$ cat config.mk
export PLATFORM = sky130hd
export DESIGN_NAME = lsu_flat
export DESIGN_NICKNAME = d
export VERILOG_FILES = /design/src/design/fetch_pkg.sv /design/src/design/mem_if.sv /design/src/design/lsu.sv /design/src/flat_wrapper.sv
export SDC_FILE = /design/constraint.sdc
export NUM_CORES = 1
export LEC_CHECK = 0
export BUFFER_PORTS_ARGS = -buffer_cell sky130_fd_sc_hd__clkbuf_2
export CAP_MARGIN = 20
export CORE_MARGIN = 1.5
export CORE_UTILIZATION = 43
export CTS_CLUSTER_SIZE = 20
export DETAILED_ROUTE_END_ITERATION = 10
export GPL_ROUTABILITY_DRIVEN = 0
export PLACE_DENSITY = 0.85
export SLEW_MARGIN = 20
export SYNTH_ARGS = -nofsm -noshare
export SYNTH_HDL_FRONTEND = slang
export SYNTH_SLANG_ARGS = --single-unit
$ cat constraint.sdc
create_clock -name clk -period 3.6 [get_ports clk]
set_input_delay 0.54 -clock clk [delete_from_list [all_inputs] [get_ports clk]]
set_output_delay 0.54 -clock clk [all_outputs]
set_load 0.05 [all_outputs]
$ cat src/design/fetch_pkg.sv
package fetch_pkg;

	// ******************************
	// widths
	// ******************************

	// pc, addresses and memory words
	localparam int xlen = 64;
	// one instruction
	localparam int ilen = 32;

	// ******************************
	// rv64 major opcodes
	// ******************************

	// beq bne blt bge bltu bgeu
	localparam logic [6:0] opc_branch = 7'b1100011;
	localparam logic [6:0] opc_jal    = 7'b1101111;

	// what the ifu sees in the fetched word
	typedef enum logic [1:0] {
		none,
		cond_branch,
		jump
	} branch_kind_e;

	// encoding follows the funct3 of the load opcode
	typedef enum logic [2:0] {
		lb  = 3'd0,
		lh  = 3'd1,
		lw  = 3'd2,
		ld  = 3'd3,
		lbu = 3'd4,
		lhu = 3'd5,
		lwu = 3'd6
	} load_op_e;

	// load unit sequence
	typedef enum logic [1:0] {
		idle,
		access,
		done
	} lsu_state_e;

endpackage

$ cat src/design/mem_if.sv
`timescale 1ns/1ps

// one requester's read path into the arbiter
interface mem_if;

	// request level, held while waiting
	logic                      req;
	// byte address of the wanted word
	logic [fetch_pkg::xlen-1:0] addr;
	// this requester owns the port this cycle
	logic                      gnt;
	// valid in the same cycle as req and gnt
	logic [fetch_pkg::xlen-1:0] rdata;

	// seen from the ifu or lsu side
	modport requester (
		output req,
		output addr,
		input  gnt,
		input  rdata
	);

	// seen from the arbiter side
	modport arbiter (
		input  req,
		input  addr,
		output gnt,
		output rdata
	);

endinterface

$ cat src/design/lsu.sv
`timescale 1ns/1ps

module lsu (
	input  logic                       clk,
	input  logic                       rst,
	input  logic                       ld_req,
	input  logic [2:0]                 ld_op,
	input  logic [fetch_pkg::xlen-1:0] ld_addr,
	output logic                       ld_busy,
	output logic                       ld_done,
	output logic [fetch_pkg::xlen-1:0] ld_data,
	mem_if.requester                   mem
);

	fetch_pkg::lsu_state_e      state;
	fetch_pkg::load_op_e        op_q;
	logic [fetch_pkg::xlen-1:0] addr_q;
	logic [5:0]                 shamt;
	logic [fetch_pkg::xlen-1:0] shifted;
	logic [fetch_pkg::xlen-1:0] load_val;

	// only the access cycle goes to memory
	assign mem.req  = (state == fetch_pkg::access);
	assign mem.addr = addr_q;

	assign ld_busy = (state != fetch_pkg::idle);
	assign ld_done = (state == fetch_pkg::done);

	// ******************************
	// sizing and extension
	// ******************************

	always_comb begin
		// low bits under the access size dropped
		case (op_q)
			fetch_pkg::lb, fetch_pkg::lbu: shamt = {addr_q[2:0], 3'b000};
			fetch_pkg::lh, fetch_pkg::lhu: shamt = {addr_q[2:1], 4'b0000};
			fetch_pkg::lw, fetch_pkg::lwu: shamt = {addr_q[2], 5'b00000};
			default:                       shamt = 6'd0;
		endcase
		shifted = mem.rdata >> shamt;
		case (op_q)
			fetch_pkg::lb:  load_val = {{56{shifted[7]}}, shifted[7:0]};
			fetch_pkg::lh:  load_val = {{48{shifted[15]}}, shifted[15:0]};
			fetch_pkg::lw:  load_val = {{32{shifted[31]}}, shifted[31:0]};
			fetch_pkg::lbu: load_val = {56'd0, shifted[7:0]};
			fetch_pkg::lhu: load_val = {48'd0, shifted[15:0]};
			fetch_pkg::lwu: load_val = {32'd0, shifted[31:0]};
			default:        load_val = shifted;
		endcase
	end

	// ******************************
	// fsm
	// ******************************

	always_ff @(posedge clk) begin
		if (rst) begin
			state <= fetch_pkg::idle;
		end else begin
			case (state)
				fetch_pkg::idle:   if (ld_req) state <= fetch_pkg::access;
				fetch_pkg::access: if (mem.gnt) state <= fetch_pkg::done;
				default:           state <= fetch_pkg::idle;
			endcase
		end
	end

	// request payload taken in idle only
	always_ff @(posedge clk) begin
		if (state == fetch_pkg::idle && ld_req) begin
			op_q   <= fetch_pkg::load_op_e'(ld_op);
			addr_q <= ld_addr;
		end
		if (state == fetch_pkg::access && mem.gnt) begin
			ld_data <= load_val;
		end
	end

endmodule

$ cat src/flat_wrapper.sv
// flat-port wrapper written by rule: the top's interface ports become plain ports
module lsu_flat 
  (clk, rst, ld_req, ld_op, ld_addr, ld_busy, ld_done, ld_data, mem_req, mem_addr, mem_gnt, mem_rdata);
  mem_if mem_i ();
  input  logic clk;
  input  logic rst;
  input  logic ld_req;
  input  logic [2:0] ld_op;
  input  logic [fetch_pkg::xlen-1:0] ld_addr;
  output logic ld_busy;
  output logic ld_done;
  output logic [fetch_pkg::xlen-1:0] ld_data;
  output wire logic [$bits(mem_i.req)-1:0] mem_req;
  output wire logic [$bits(mem_i.addr)-1:0] mem_addr;
  input wire logic [$bits(mem_i.gnt)-1:0] mem_gnt;
  input wire logic [$bits(mem_i.rdata)-1:0] mem_rdata;
  assign mem_req = mem_i.req;
  assign mem_addr = mem_i.addr;
  assign mem_i.gnt = mem_gnt;
  assign mem_i.rdata = mem_rdata;
  lsu u_core (.clk(clk), .rst(rst), .ld_req(ld_req), .ld_op(ld_op), .ld_addr(ld_addr), .ld_busy(ld_busy), .ld_done(ld_done), .ld_data(ld_data), .mem(mem_i));
endmodule
## Word level (Yosys, flattened, before mapping)

Cells that the tools add are included.

| word-level totals | value |
|---|---|
| bits in writable memories | 0 |
| bits in latches | 0 |
| ROM bits | 0 |
| input bits | 135 |
| memories kept | 0 |
| register bits after elaboration | 133 |
| word-level logic and storage cells | 28 |

| cells by class | value |
|---|---|
| $lt $le $gt $ge | 0 |
| eq/ne operators | 9 |
| multipliers | 0 |
| $add $sub $neg | 0 |
| shift-type cells | 1 |
| muxes and demuxes | 5 |
| reductions and logical operators | 9 |
| divide/modulo/power cells | 0 |
| bitwise gates (word level) | 0 |

Operators by type and width:

| kind | number |
|---|---|
| $pmux 64 s6 | 1 |
| $shr 64x6->64 | 1 |
| $pmux 6 s3 | 1 |
| $eq 3x3->1 const B | 3 |
| $reduce_or 2->1 | 3 |
| $mux 2 | 2 |
| $pmux 2 s2 | 1 |
| $eq 3x1->1 const B | 1 |
| $eq 3x2->1 const B | 1 |
| $logic_not 3->1 | 1 |
| $eq 2x1->1 const B | 1 |
| $eq 2x2->1 const B | 1 |
| $logic_and 1x1->1 | 2 |
| $logic_not 2->1 | 1 |
| $ne 2x1->1 const B | 1 |
| $ne 2x2->1 const B | 1 |
| $reduce_and 2->1 | 1 |
| $reduce_bool 2->1 | 1 |

## Longest topological paths before layout

| logic depth | value |
|---|---|
| word-level depth | 5 |
| mapped depth | 9 |
| depth with buffers taken out | 6 |

## Worst setup path before layout

OpenSTA, ideal clock, no wires.

| path | value |
|---|---|
| path type | register -> register |
| from | register u_core.state[1] |
| to | register u_core.addr_q (netlist bit u_core.mem.addr[0]) (enable) |
| path buffers | 0 |
| arrival time | 3.608 ns |
| data required time | 3.106 ns |
| setup slack | -0.502 ns |
| period minus slack after synthesis | 4.102 ns |
| stages on the path, launching flop included | 3 |
| cell sequence | dfxtp_1 -> or2_2 -> nor2_1 |

| on the way | value |
|---|---|
| cells in the longest elaborated chain, start to end | 2 |

RTL lines:

| element | RTL line | RTL |
|---|---|---|
| start, declared | lsu.sv:15 | `fetch_pkg::lsu_state_e state;` |
| start signal, assigned | lsu.sv:59 | `state <= fetch_pkg::idle;` |
| start signal, assigned | lsu.sv:62 | `fetch_pkg::idle: if (ld_req) state <= fetch_pkg::access;` |
| start signal, assigned | lsu.sv:63 | `fetch_pkg::access: if (mem.gnt) state <= fetch_pkg::done;` |
| $logic_not 2->1 | lsu.sv:71 | `if (state == fetch_pkg::idle && ld_req) begin` |
| $logic_and 1x1->1 | lsu.sv:71 |  |
| end signal, assigned | lsu.sv:73 | `addr_q <= ld_addr;` |
| end, declared | lsu.sv:17 | `logic [fetch_pkg::xlen-1:0] addr_q;` |

Every way passes these cells.
A chain may end at the register's enable or synchronous reset.

## Worst setup path after layout

| path | value |
|---|---|
| from | register u_core.op_q[0] |
| to | register u_core.ld_data[50] in the netlist's numbering, data pin |

| on the way | value |
|---|---|
| cells in the longest elaborated chain, start to end | 5 |
| elaborated cells between the ends (all ways) | 12 |
| those cells by class | eq/ne (5); shift (1); mux (2); reduce/logical (4) |

RTL lines:

| element | RTL line | RTL |
|---|---|---|
| start, declared | lsu.sv:16 | `fetch_pkg::load_op_e op_q;` |
| start signal, assigned | lsu.sv:72 | `op_q <= fetch_pkg::load_op_e'(ld_op);` |
| $eq 3x2->1 (tied with other cells) | lsu.sv:35, lsu.sv:42 |  |
| $reduce_or 2->1 | lsu.sv:35 | `case (op_q)` |
| $pmux 6 s3 | lsu.sv:35 |  |
| $shr 64x6->64 | lsu.sv:41 | `shifted = mem.rdata >> shamt;` |
| $pmux 64 s6 (*) | lsu.sv:42 | `case (op_q)` |
| via u_core.load_val (one bit) | lsu.sv:20 | `logic [fetch_pkg::xlen-1:0] load_val;` |
| end signal, assigned | lsu.sv:76 | `ld_data <= load_val;` |
| end, declared | lsu.sv:11 | `output logic [fetch_pkg::xlen-1:0] ld_data,` |

The timed path passes the listed nets; every way through them passes the cells marked *.

==> impl_metrics.json <==
{
  "status": "finished, final reports clean",
  "core_area_um2": 13350,
  "slew_headroom_pct": 42.05,
  "worstPathArrival_ns": 2.99,
  "design_area_um2": 8061,
  "hold_viol_final": 0,
  "cp_slowest_cell": "edfxtp_1",
  "critPathRequiredTime_ns": 3.74,
  "place_area_um2": 7407,
  "multi_input_area_um2": 1775,
  "synthCells": 459,
  "register_area_um2": 3974,
  "r2r_slack_ns": 0.75,
  "portBuffers": 265,
  "antenna_found_initial": 0,
  "yosysWarnings": 0,
  "start_util_pct": 44.47,
  "worstHoldStart": "rst",
  "power.density_nw_per_um2": 564.5,
  "clockRootBuffer": "clkbuf_16",
  "swShare_pct": 28.01,
  "cts_tree": "yes",
  "num-fill-cells": 1093,
  "synthTopCellsByCount": "131 x edfxtp_1, 95 x nand2_1, 47 x a21oi_1",
  "finalSetupViolCount": 0,
  "rr_worst_depth": 6,
  "cts_resized": 0,
  "initialDrtViolationCount": 542,
  "drv_slew": 0,
  "crit_path_max_incr_delay_ns": 0.74,
  "track_usage_pct": 24.61,
  "fin_crit_ns": 2.852,
  "setup_tns_ns": 0,
  "cts_sinks": 133,
  "grt_pass1_wl_um": 25920,
  "antenna_cells": 0,
  "fmax_mhz": 350.7,
  "syn_nets": 594,
  "path_class": "register to register",
  "detail-route-antenna-nets": 0,
  "cts-buffers-inserted": 17,
  "switching_power_w": 0.001275,
  "worst_setup_path_start_kind": "register",
  "peakVddDrop_mv": 0.4100,
  "ys_seq_area_share_pct": 66.95,
  "min_to": "u_core.state[1]$_SDFFE_PP0P_",
  "worstPathCellList": "nor4b_4, a221o_1, a21oi_2, a22oi_2, a41o_4, a21oi_1",
  "synth_ff_type": "edfxtp_1",
  "num_rows": 42,
  "pwr-share-clk_pct": 41.7,
  "yosysTopAreaCellShare_pct": 66.27,
  "drive_above_1_share_pct": 45.45,
  "worstMarginPinSlew_ns": 0.8693,
  "viasPerCell": 5.517,
  "synth.distinct_cells": 51,
  "dieArea_um2": 14520,
  "postCtsHoldBufs": 0,
  "route.detailed.drc": 0,
  "grt_pass1_vias": 4825,
  "die_w_um": 120.5,
  "synth.most_common_cell": "edfxtp_1",
  "synthesis.area_um2": 5936,
  "via_count": 5037,
  "seqPwrFrac_pct": 41.0,
  "ios": 266,
  "synth_edf_count": 131,
  "combPwrFrac_pct": 17.4,
  "post-cts-setup-buffer-count": 0,
  "grt_setup_unrepaired": "no",
  "period_share_pct": 79.22,
  "cp_max_fo": 40,
  "nets": 859,
  "drv_cap": 0,
  "synth-seq-cells": 133,
  "wl_per_cell_um": 19.65,
  "p_int_w": 0.003276,
  "dp_hpwl_um": 13430,
  "r2r_start": "u_core.op_q[0]$_DFFE_PP_",
  "ys_async_sr_fraction_pct": 0,
  "yosysTopAreaCell": "edfxtp_1",
  "syn_avg_cell_area_um2": 12.93,
  "grt_max_degree": 69,
  "cp-end-kind": "register",
  "ys_top_cells_by_area": "edfxtp_1 66%, nand2_1 6.0%, a21oi_1 4.0%, mux2i_1 2.5%, o21ai_0 2.4%",
  "hold_path_class": "primary input to register",
  "clock_path_buffers": 2,
  "die_height_um": 120.5,
  "first_pass_iters": 6,
  "area_growth_pct": 35.81,
  "overflow": 0,
  "fin_skew_ns": 0.008099,
  "r2r-end": "u_core.ld_data[50]$_DFFE_PP_",
  "p_leak_nw": 3.435,
  "htreeDepth": 4,
  "hold_depth": 2,
  "clk_pin_slew_worst_paths_ns": 0.06,
  "wl_um": 17940,
  "clk_latency_ns": 0.42
}
[final cells by class]
cell class	count	share of cell area [%]
multi-input cells	289	22.02
well taps	176	2.732
clock buffers	17	5.277
clock inverters	15	2.825
inverters	6	0.2794
flip-flops and latches	133	49.29
repair buffers	277	17.57
[per-stage QoR]
step	std cells	hold slack, ns	util [%]	setup WS [ns]	total power [W]
global route	913	0.2817	60.40	0.5973	0.004684
global placement	881	0.6045	55.49	0.9084	0.002670
detailed placement	881	0.6224	55.49	0.7724	0.002680
finish	913	0.2928	60.40	0.7482	0.004551
CTS	913	0.2791	60.39	0.7221	0.004566
floorplan	459	0.6116	-	0.4301	0.002440
[kinds of logic (layout without fill, tap and decap cells)]
family / after synthesis / after routing / synth area share [%]
multiplexers: 24 / 24 / 5.881
AND/OR/NAND/NOR: 141 / 141 / 10.50
buffers and inverters: 37 / 315 / 3.394
flip-flops: 133 / 133 / 66.95
AO/OA/AOI/OAI: 124 / 124 / 13.28
[sequential cells by signal (all words and copies together) (netlist names)]
| name | count |
|---|---|
| u_core.op_q | 3 |
| u_core.ld_data | 64 |
| u_core.mem.addr | 64 |
| u_core.state | 2 |
[power by group through the flow]
stage	Clock (W)	Combinational (W)	Sequential, W
after floorplan	0	0.000283	0.00216
after global routing	0.00198	0.000833	0.00187
after global placement	0	0.000775	0.00189
after CTS	0.00191	0.000786	0.00187
after detailed placement	0	0.000783	0.00190
final	0.00190	0.000790	0.00187
[critical path, delay by kind of cell, from the launching register on]
family / cells / cell delay (ns)
compound gates: 5 / 1.19
flops: 1 / 0.74
simple gates: 1 / 0.63
[how the worst max path moves through the flow]
stage,startpoint,to,cells after the start
after global placement,u_core.op_q[0]$_DFFE_PP_,u_core.ld_data[2]$_DFFE_PP_,5
after detailed placement,u_core.op_q[0]$_DFFE_PP_,u_core.ld_data[2]$_DFFE_PP_,5
final,u_core.op_q[0]$_DFFE_PP_,u_core.ld_data[50]$_DFFE_PP_,6
after CTS,u_core.op_q[0]$_DFFE_PP_,u_core.ld_data[2]$_DFFE_PP_,5
after global routing,u_core.op_q[0]$_DFFE_PP_,u_core.ld_data[27]$_DFFE_PP_,6
after floorplan,u_core.state[0]$_SDFFE_PP0P_,u_core.ld_data[0]$_DFFE_PP_,2
[per-layer routing]
layer | routed length (um) | vias to the layer above | share of wire [%] | GRT usage [%]
met4 | 709 | 0 | 4.0 | 13.38
met5 | 0 | - | 0 | 0
met3 | 2141 | 55 | 12 | 7.217
met2 | 9226 | 408 | 51 | 43.47
li1 | - | 2251 | - | -
met1 | 5866 | 2323 | 33 | 26.41
[placed cells by master, fill, tap and decap left out, types with 11 or more instances in the layout]
master     instances
buf_4             12
a21oi_1           47
edfxtp_1         131
nand2_1           95
nor2_1            16
clkbuf_16         17
o21ai_0           28
a22oi_1           11
mux2i_1           15
clkbuf_2         265
Note: power is estimated with default switching activity, not from simulation.
