File: config.mk
export PLATFORM = sky130hd
export DESIGN_NAME = mem_arbiter_flat
export DESIGN_NICKNAME = d
export VERILOG_FILES = /design/src/design/fetch_pkg.sv /design/src/design/mem_if.sv /design/src/design/mem_arbiter.sv /design/src/flat_wrapper.sv
export SDC_FILE = /design/constraint.sdc
export NUM_CORES = 1
export LEC_CHECK = 0
export BUFFER_PORTS_ARGS = -buffer_cell sky130_fd_sc_hd__buf_4
export CAP_MARGIN = 25
export CORE_AREA = 2 2 153 155
export DETAILED_ROUTE_END_ITERATION = 10
export DIE_AREA = 0 0 155 157
export GPL_TIMING_DRIVEN = 0
export PLACE_DENSITY = 0.47
export SYNTH_ARGS = -nofsm -noshare
export SYNTH_HDL_FRONTEND = slang
export SYNTH_SLANG_ARGS = --single-unit
File: constraint.sdc
create_clock -name vclk -period 0.8
set_input_delay 0 -clock vclk [all_inputs]
set_output_delay 0 -clock vclk [all_outputs]
set_load 0.05 [all_outputs]
File: src/design/fetch_pkg.sv
package fetch_pkg;

	// ******************************
	// widths
	// ******************************

	// pc, addresses and memory words
	localparam int xlen = 64;
	// one instruction
	localparam int ilen = 32;

	// ******************************
	// rv64 major opcodes
	// ******************************

	// beq bne blt bge bltu bgeu
	localparam logic [6:0] opc_branch = 7'b1100011;
	localparam logic [6:0] opc_jal    = 7'b1101111;

	// what the ifu sees in the fetched word
	typedef enum logic [1:0] {
		none,
		cond_branch,
		jump
	} branch_kind_e;

	// encoding follows the funct3 of the load opcode
	typedef enum logic [2:0] {
		lb  = 3'd0,
		lh  = 3'd1,
		lw  = 3'd2,
		ld  = 3'd3,
		lbu = 3'd4,
		lhu = 3'd5,
		lwu = 3'd6
	} load_op_e;

	// load unit sequence
	typedef enum logic [1:0] {
		idle,
		access,
		done
	} lsu_state_e;

endpackage

File: src/design/mem_if.sv
`timescale 1ns/1ps

// one requester's read path into the arbiter
interface mem_if;

	// request level, held while waiting
	logic                      req;
	// byte address of the wanted word
	logic [fetch_pkg::xlen-1:0] addr;
	// this requester owns the port this cycle
	logic                      gnt;
	// valid in the same cycle as req and gnt
	logic [fetch_pkg::xlen-1:0] rdata;

	// seen from the ifu or lsu side
	modport requester (
		output req,
		output addr,
		input  gnt,
		input  rdata
	);

	// seen from the arbiter side
	modport arbiter (
		input  req,
		input  addr,
		output gnt,
		output rdata
	);

endinterface

File: src/design/mem_arbiter.sv
`timescale 1ns/1ps

module mem_arbiter (
	mem_if.arbiter                     lsu_port,
	mem_if.arbiter                     ifu_port,
	output logic [fetch_pkg::xlen-1:0] mem_addr,
	input  logic [fetch_pkg::xlen-1:0] mem_rdata
);

	// ******************************
	// fixed priority with lsu first
	// ******************************

	// lsu never waits
	assign lsu_port.gnt = lsu_port.req;
	// ifu only when the lsu is quiet
	assign ifu_port.gnt = ifu_port.req && !lsu_port.req;

	// address mux
	always_comb begin
		if (lsu_port.req) begin
			mem_addr = lsu_port.addr;
		end else begin
			mem_addr = ifu_port.addr;
		end
	end

	// read data back to the winner only
	assign lsu_port.rdata = lsu_port.gnt ? mem_rdata : '0;
	assign ifu_port.rdata = ifu_port.gnt ? mem_rdata : '0;

endmodule

File: src/flat_wrapper.sv
// flat-port wrapper written by rule: the top's interface ports become plain ports
module mem_arbiter_flat 
  (mem_addr, mem_rdata, lsu_port_req, lsu_port_addr, lsu_port_gnt, lsu_port_rdata, ifu_port_req, ifu_port_addr, ifu_port_gnt, ifu_port_rdata);
  mem_if lsu_port_i ();
  mem_if ifu_port_i ();
  output logic [fetch_pkg::xlen-1:0] mem_addr;
  input  logic [fetch_pkg::xlen-1:0] mem_rdata;
  input wire logic [$bits(lsu_port_i.req)-1:0] lsu_port_req;
  input wire logic [$bits(lsu_port_i.addr)-1:0] lsu_port_addr;
  output wire logic [$bits(lsu_port_i.gnt)-1:0] lsu_port_gnt;
  output wire logic [$bits(lsu_port_i.rdata)-1:0] lsu_port_rdata;
  input wire logic [$bits(ifu_port_i.req)-1:0] ifu_port_req;
  input wire logic [$bits(ifu_port_i.addr)-1:0] ifu_port_addr;
  output wire logic [$bits(ifu_port_i.gnt)-1:0] ifu_port_gnt;
  output wire logic [$bits(ifu_port_i.rdata)-1:0] ifu_port_rdata;
  assign lsu_port_i.req = lsu_port_req;
  assign lsu_port_i.addr = lsu_port_addr;
  assign lsu_port_gnt = lsu_port_i.gnt;
  assign lsu_port_rdata = lsu_port_i.rdata;
  assign ifu_port_i.req = ifu_port_req;
  assign ifu_port_i.addr = ifu_port_addr;
  assign ifu_port_gnt = ifu_port_i.gnt;
  assign ifu_port_rdata = ifu_port_i.rdata;
  mem_arbiter u_core (.lsu_port(lsu_port_i), .ifu_port(ifu_port_i), .mem_addr(mem_addr), .mem_rdata(mem_rdata));
endmodule
# Yosys cells after proc, flatten, opt, wreduce, memory -nomap -nowiden
# Index checks and enable logic that the tools add are counted.
[word_totals]
elab_cells = 5
in_bits = 194
register_bits = 0
output_inout_bits = 194
[classes]
n_reduce_logical = 2
muxes = 3
[op_table]
columns = ["cell", "count"]
rows = [
  ["two-way mux 64 bit", 3],
  ["logical AND 1 bit", 1],
  ["zero test 1 bit", 1],
]

# Logic depth before layout (Yosys ltp)
# Gate-level depths: netlist (run 1).
[logic_depth]
ltp_word = 3
mapped_depth = 3
depth_no_buf = 1

# Worst setup path before layout (run 1)
# No wires, ideal clock.
[synth_timing]
kind = "input to output"
startpoint = "input ifu_port_req"
endpoint = "output ifu_port_gnt"
arrival_time_ps = 929
t_required_ps = 800
stages = 2
n_path_buf = 1
setup_slack_ps = -129
path_cell_list = "clkbuf_1 nor2b_1"
[synth_via]
elab_chain_len = 1
[synth_lines]
columns = ["item", "line", "text"]
rows = [
  ["start, declared", "flat_wrapper.sv:12", "input wire logic [$bits(ifu_port_i.req)-1:0] ifu_port_req;"],
  ["logical AND 1 bit", "mem_arbiter.sv:17", "assign ifu_port.gnt = ifu_port.req && !lsu_port.req;"],
  ["end, declared", "flat_wrapper.sv:14", "output wire logic [$bits(ifu_port_i.gnt)-1:0] ifu_port_gnt;"],
]
# No other way between the ends.

# Worst setup path after layout (run 1)
[layout_timing]
startpoint = "input lsu_port_req"
endpoint = "output mem_addr[44] (netlist bit)"
[layout_via]
elab_chain_len = 1
[layout_lines]
columns = ["item", "line", "text"]
rows = [
  ["start, declared", "flat_wrapper.sv:8", "input wire logic [$bits(lsu_port_i.req)-1:0] lsu_port_req;"],
  ["two-way mux 64 bit", "mem_arbiter.sv:21", "if (lsu_port.req) begin"],
  ["end, declared", "flat_wrapper.sv:6", "output logic [fetch_pkg::xlen-1:0] mem_addr;"],
]
# No other way between the ends.

==> run_results.csv, run 1 <==
group,metric,value,unit
timing,holdWs,0.260,ns
timing,max_slew_margin,73.7,%
power_and_ir_drop,worst_ir_drop_vdd,0.270,mV
synthesis,synth-adder-area-share,0,%
synthesis,synth-xor-area-share,0,%
routing,post_drt_wl_per_cell,16.0,µm
routing,route.antenna.remaining_nets,0,
finish,clkbuf_count,0,
routing,routed-via-count,3182,
die,start_util,9.55,%
routing,drtIter0Drc,79,
global_route,grt_use_total,10.0,%
die,core,22500,µm²
synthesis,synth.distinct_cells,11,
power_and_ir_drop,p_per_area,862,nW/µm²
finish,fin_nets,806,
die,dieArea,24300,µm²
placement,portBuffers,386,
power_and_ir_drop,p_leak,0.00329,µW
placement,place_hpwl,12400,µm
setup_path,path_max_fanout,6,
timing,period_needed,0.777,ns
synthesis,synth_cells,222,
setup_path,crit_type,"input pin to primary output",
synthesis,synthMuxAreaShare,44.0,%
timing,tightest_slew,0.394,ns
finish,drive_above_1_share,86.9,%
timing,timing.fmax,1290,MHz
synthesis,synthSimpleGateAreaFrac,45.0,%
timing,setup_ws,0.0229,ns
die,die_w,155,µm
die,io_pins,388,
timing,period_share,97.1,%
placement,gp_congestion,0.737,
placement,placed_cells,893,
synthesis,synth_top_area_cell,"mux2_4",
synthesis,ys_top_cells_by_count,"and2_1, and3b_1, mux2_4",
flow_run,cap_violations,0,
setup_path,endpoint,"mem_addr[44]",
synthesis,yosys.area.top_type_share,41.9,%
placement,dp_slack,-0.344,ns
finish,flops_and_latches,0,
synthesis,synthTopCellsByArea,"mux2_4, and3b_1, and2_1, buf_12, mux2_2",
clock_network,postCtsHoldBufs,0,
setup_path,cp.required,0.80,ns
status,status,"complete, no violations",
synthesis,synth_top_family_by_area,"simple AND/OR/NAND/NOR gates",
finish,layout.cells.non_filler,896,
global_route,gr-total-overflow,0,
synthesis,seq_area_frac_synth,0,%
global_route,first_global_vias,3203,
worst_hold_path,hold_class,"input pin to primary output",
routing,drt-total-wl,14300,µm
routing,viasPerCell,3.55,
routing,remaining_drc_errors,0,
synthesis,synth_compound_area_share,0,%
setup_path,start_kind,"input pin",
power_and_ir_drop,power,5030,µW
routing,drtPass1Iterations,4,
global_route,antenna_found_initial,1,
finish,ff_latch_area,0,µm²
setup_path,crit_arrival,0.78,ns
timing,hold_violations,0,
synthesis,synthesis.nets,416,
global_route,grt_first_pass_wirelength,19000,µm
setup_path,crit_start,"lsu_port_req",
synthesis,syn_area,2150,µm²
finish,area_growth,172,%
worst_hold_path,min_from,"lsu_port_req",
die,die_h,157,µm
die,num_rows,55,
timing,setup_viol,0,
timing,slew_viol_final,0,
synthesis,ys.warnings.count,0,
synthesis,synth_area_per_cell,9.68,µm²
global_route,grt_max_degree,11,
setup_path,end_kind,"primary output",
[critical path: stages]
cell and delay, ns:
clkbuf_16 0.15, clkbuf_16 0.16, mux2_4 0.30, buf_6 0.16
[cell families (layout without fill, tap and decap cells)]
kind of cell / Yosys count / after routing
and+or+nand+nor: 129 / 129
other: 0 / 1
buffers and inverters: 29 / 417
muxes: 64 / 64
[final cells by class]
cell class                 count  area (µm²)
tap                          285         357
fill                        2444       16700
buffer                        29         327
multi-input combinational    193        1980
timing repair buffer         388        3170
antenna                        1        2.50
[worst min-delay path by stage]
stage	endpoint	slack (ns)	cells past startpoint
after floorplan	lsu_port_gnt	0.17	1
after global placement	lsu_port_gnt	0.26	2
after detailed placement	lsu_port_gnt	0.26	2
after CTS	lsu_port_gnt	0.26	2
after global routing	lsu_port_gnt	0.27	2
final	lsu_port_gnt	0.26	2
[report_power, final]
group	total (µW)	internal, µW	switching, µW
sequential	0	0	0
combinational	5030	2160	2870
clock	0.000111	0.000111	0
total	5030	2160	2870
[layer usage]
layer / wire length [µm] / vias to the layer above / global-route usage (%)
met2: 7850 / 204 / 20.6
met3: 1280 / 0 / 1.90
met4: 0 / 0 / 0
li1: - / 1549 / -
met1: 5160 / 1429 / 11.1
met5: 0 / - / 0
[metrics by stage]
| step | TNS, ns | util [%] | cell area [µm²] |
|---|---|---|---|
| after global routing | -0.0180 | 25.9 | 5830 |
| after detailed placement | -23.11 | 24.3 | 5470 |
| after global placement | -22.98 | 24.3 | 5470 |
| after CTS | -0.00524 | 25.7 | 5780 |
| final | 0 | 25.9 | 5840 |
| after floorplan | 0 | - | 2210 |
[cells in the final DEF (no fill, tap or decap)]
master,instances
buf_4,330
and2_1,64
buf_6,61
mux2_4,60
and3b_2,50
and3b_1,14
buf_12,6
clkbuf_8,4
clkbuf_4,4
mux2_2,4
buf_2,3
clkbuf_2,3
clkbuf_1,2
clkbuf_16,2
diode_2,1
buf_16,1
nor2b_2,1
buf_8,1
[repair_timing]
| item | in CTS | in global routing |
|---|---|---|
| gates cloned | 0 | 2 |
| setup endpoints to repair | 151 | 55 |
| buffers inserted | 0 | 0 |
| gates resized for setup | 85 | 6 |
Note: power is estimated with default switching activity, not from simulation.
==> run 2, diff against run 1 <==
Settings changed: SETUP_SLACK_MARGIN set to 0.2.
==> run_results.csv, run 2 (synthesis gave the netlist of run 1 again) <==
group,metric,value,unit
global_route,antenna_found_initial,0,
power_and_ir_drop,intPower,3080,µW
timing,timing.fmax,1250,MHz
power_and_ir_drop,worst_ir_drop_vdd,0.300,mV
die,die_w,155,µm
worst_hold_path,min_from,"lsu_port_req",
worst_hold_path,hold_class,"input pin to primary output",
setup_path,cpMaxStageDelayCell,"bufbuf_16",
clock_network,postCtsHoldBufs,0,
routing,drtPass1Iterations,4,
power_and_ir_drop,swShare,50.2,%
global_route,grt_use_total,10.6,%
timing,hold_violations,0,
setup_path,end_kind,"primary output",
global_route,grt_first_pass_wirelength,20500,µm
die,die_h,157,µm
setup_path,cp.required,0.80,ns
power_and_ir_drop,p_per_area,809,nW/µm²
die,dieArea,24300,µm²
worst_hold_path,hold_end,"lsu_port_gnt",
placement,place_area,5750,µm²
worst_hold_path,holdPathStages,2,
timing,slew_viol_final,0,
timing,period_needed,0.802,ns
setup_path,crit_type,"input pin to primary output",
placement,gp_congestion,0.767,
timing,tightest_slew,0.299,ns
routing,route.antenna.remaining_nets,0,
routing,drtIter0Drc,52,
routing,drt-total-wl,15400,µm
global_route,gr-total-overflow,0,
setup_path,crit_chain,"buf_12 -> bufbuf_16 -> and3b_2 -> buf_6",
routing,remaining_drc_errors,0,
finish,flops_and_latches,0,
global_route,first_global_vias,3507,
routing,routed-via-count,3395,
global_route,grt_max_degree,15,
finish,n_antenna_cell,0,
placement,portBuffers,386,
power_and_ir_drop,power_frac_clock,0,%
finish,drive_above_1_share,99.8,%
die,io_pins,388,
power_and_ir_drop,power,6180,µW
finish,layout_commonest_cell,"buf_4",
finish,ff_latch_area,0,µm²
status,violations,"negative setup slack",
finish,design_area,7630,µm²
power_and_ir_drop,switching_power,3100,µW
routing,viasPerCell,3.70,
setup_path,cpPeakStageDelay,0.27,ns
power_and_ir_drop,p_leak,0.00398,µW
placement,placed_cells,893,
timing,setup_ws,-0.00245,ns
timing,period_share,100,%
timing,rsz0062_at_grt,"true",
status,status,"finished, violations left",
die,core,22500,µm²
setup_path,path_max_fanout,14,
flow_run,cap_violations,0,
placement,place_hpwl,11500,µm
placement,dp_slack,-0.0685,ns
finish,area_growth,255,%
finish,fin_nets,828,
finish,layout.cells.non_filler,917,
power_and_ir_drop,power_frac_seq,0,%
timing,setup_viol,1,
routing,post_drt_wl_per_cell,16.8,µm
die,start_util,9.55,%
power_and_ir_drop,comb_power_share,100.0,%
finish,fillers,2215,
setup_path,crit_arrival,0.80,ns
finish,final_cell_mix,"buf_4, buf_8, and3b_2",
die,num_rows,55,
timing,max_slew_margin,80.1,%
setup_path,start_kind,"input pin",
finish,clkbuf_count,0,
==> run 2: how the worst max path moves through the flow <==
| stage | cells past startpoint | startpoint | end | slack, ns |
|---|---|---|---|---|
| finish | 4 | lsu_port_req | ifu_port_rdata[49] | -0.002 |
| global route | 4 | lsu_port_req | ifu_port_rdata[16] | -0.02 |
| CTS | 4 | lsu_port_req | ifu_port_rdata[14] | -0.005 |
| detailed placement | 4 | lsu_port_req | mem_addr[11] | -0.07 |
| global placement | 4 | lsu_port_req | mem_addr[51] | -0.06 |
| floorplan | 2 | ifu_port_req | ifu_port_gnt | 0.12 |
==> run 2: through the flow <==
step,utilization [%],TNS (ns),hold slack [ns]
global placement,25.6,-1.92,0.266
global route,33.9,-0.231,0.269
detailed placement,25.6,-2.05,0.266
CTS,31.3,-0.0210,0.267
finish,33.9,-0.00245,0.265
floorplan,-,0,0.167
==> run 2: metal layers <==
layer | routed length, µm | global-route usage (%) | up-vias
met5 | 0 | 0 | -
met4 | 74 | 0.397 | 0
met3 | 1220 | 1.82 | 6
met2 | 8870 | 22.3 | 211
met1 | 5270 | 11.5 | 1584
li1 | - | - | 1594
==> run 2: final cells by class <==
| cell class | count | area [µm²] | share of cell area (%) |
|---|---|---|---|
| plain buffers | 29 | 532 | 6.97 |
| well taps | 285 | 357 | 4.67 |
| multi-input cells | 193 | 2130 | 27.9 |
| repair buffers | 410 | 4610 | 60.4 |
==> run 2: power groups by stage <==
stage	clock network (µW)	logic (µW)	registers, µW
6_report	0	6180	0
5_1_grt	0	6380	0
4_1_cts	0	5790	0
3_5_place_dp	0	4970	0
3_3_place_gp	0	4970	0
2_1_floorplan	0	3180	0
==> run 2: repair_timing <==
action | 4_1_cts | 5_1_grt
buffers inserted | 2 | 4
resized for setup | 246 | 131
setup endpoints to repair | 193 | 175
gates cloned | 15 | 3
pin swaps | 19 | 11
==> run 2: worst max-delay path: cells and delay by family <==
kind / cells / cell delay, ns
buffers and inverters: 3 / 0.56
AND/OR/NAND/NOR: 1 / 0.23
==> run 3, diff against run 2 <==
Settings changed: TNS_END_PERCENT set to 1.
==> run_results.csv, run 3 (synthesis gave the netlist of run 1 again) <==
group,metric,value,unit
die,start_util,9.55,%
worst_hold_path,holdPathStages,2,
setup_path,cpMaxStageDelayCell,"mux2_4",
worst_hold_path,min_from,"lsu_port_req",
routing,post_drt_wl_per_cell,17.8,µm
die,dieArea,24300,µm²
timing,setup_ws,0.00940,ns
global_route,antenna_found_initial,5,
finish,flops_and_latches,0,
routing,drtPass1Iterations,4,
routing,remaining_drc_errors,0,
global_route,grt_use_total,11.6,%
finish,drive_above_1_share,94.6,%
finish,layout_commonest_cell,"buf_4",
clock_network,postCtsHoldBufs,0,
timing,timing.fmax,1260,MHz
placement,portBuffers,386,
finish,fin_util,30.4,%
routing,viasPerCell,3.64,
finish,final_cell_mix,"buf_4, buf_8, mux2_4",
setup_path,path_max_fanout,7,
setup_path,crit_chain,"clkbuf_16 -> buf_16 -> mux2_4 -> buf_8",
global_route,grt_max_degree,11,
power_and_ir_drop,p_leak,0.00368,µW
setup_path,cp.required,0.80,ns
timing,tightest_slew,0.173,ns
setup_path,end_kind,"primary output",
setup_path,cpPeakStageDelay,0.32,ns
finish,area_growth,219,%
timing,period_needed,0.791,ns
routing,routed-via-count,3276,
routing,drtIter0Drc,45,
global_route,grt_first_pass_wirelength,21600,µm
setup_path,crit_type,"input pin to primary output",
power_and_ir_drop,p_per_area,846,nW/µm²
timing,slew_viol_final,0,
die,io_pins,388,
finish,ff_latch_area,0,µm²
global_route,gr-total-overflow,0,
die,num_rows,55,
power_and_ir_drop,worst_ir_drop_vdd,0.348,mV
routing,route.antenna.remaining_nets,0,
placement,dp_slack,-0.226,ns
timing,period_share,98.8,%
timing,rsz0062_at_grt,"true",
flow_run,cap_violations,0,
worst_hold_path,hold_class,"input pin to primary output",
setup_path,start_kind,"input pin",
global_route,first_global_vias,3580,
die,die_w,155,µm
timing,max_slew_margin,88.5,%
placement,place_hpwl,13000,µm
die,core,22500,µm²
status,status,"complete, no violations",
die,die_h,157,µm
setup_path,crit_arrival,0.79,ns
worst_hold_path,hold_end,"lsu_port_gnt",
timing,holdWs,0.260,ns
routing,drt-total-wl,16000,µm
timing,setup_viol,0,
timing,hold_violations,0,
finish,fin_nets,810,
finish,clkbuf_count,0,
placement,gp_congestion,0.741,
finish,fillers,2317,
==> run 3: metal layers <==
layer  vias up  track usage (%)  part of all wire, %
met4         6            0.353                 0.33
met3         8             4.35                   12
met1      1463             13.0                   36
li1       1567                -                    -
met5         -                0                 0.21
met2       232             21.8                   52
==> run 3: timing repair <==
item                       4_1_cts  5_1_grt
gates resized for setup        323        1
cloned                           2        4
setup endpoints to repair      193      174
pin swaps                        3        0
buffers inserted                 0        0
==> run 3: layout make-up <==
class	instances	area (µm²)	area share [%]
buffer	29	482	7.03
antenna	2	5.00	0.0731
tap	285	357	5.21
timing repair buffer	392	3920	57.2
multi-input combinational	193	2090	30.5
==> run 3: power by group <==
| part | leakage, µW | switching (µW) | internal [µW] |
|---|---|---|---|
| Clock | 0.0000000127 | 0 | 0.000336 |
| Sequential | 0 | 0 | 0 |
| Combinational | 0.00368 | 3050 | 2740 |
| Total | 0.00368 | 3050 | 2740 |
==> run 3: per-stage QoR <==
step	cells	setup TNS, ns	power [µW]	instance area [µm²]
6_report	901	0	5800	6850
3_3_place_gp	893	-16.75	4850	5530
5_1_grt	899	0	6010	6840
3_5_place_dp	893	-17.04	4840	5530
4_1_cts	895	0	5770	6740
2_1_floorplan	222	0	3020	2280
==> run 3: critical path: cells and delay by family <==
| kind | cells | cell delay (ns) |
|---|---|---|
| buffers and inverters | 3 | 0.46 |
| multiplexers | 1 | 0.32 |
==> run 3: how the worst max path moves through the flow <==
| stage | startpoint | endpoint | slack (ns) | cells after the start |
|---|---|---|---|---|
| 2_1_floorplan | lsu_port_req | lsu_port_rdata[50] | 0.10 | 3 |
| 3_3_place_gp | ifu_port_req | ifu_port_rdata[22] | -0.22 | 4 |
| 3_5_place_dp | ifu_port_req | ifu_port_rdata[22] | -0.23 | 4 |
| 4_1_cts | lsu_port_req | mem_addr[8] | 0.002 | 4 |
| 5_1_grt | lsu_port_req | mem_addr[51] | 0.008 | 4 |
| 6_report | lsu_port_req | mem_addr[46] | 0.009 | 4 |
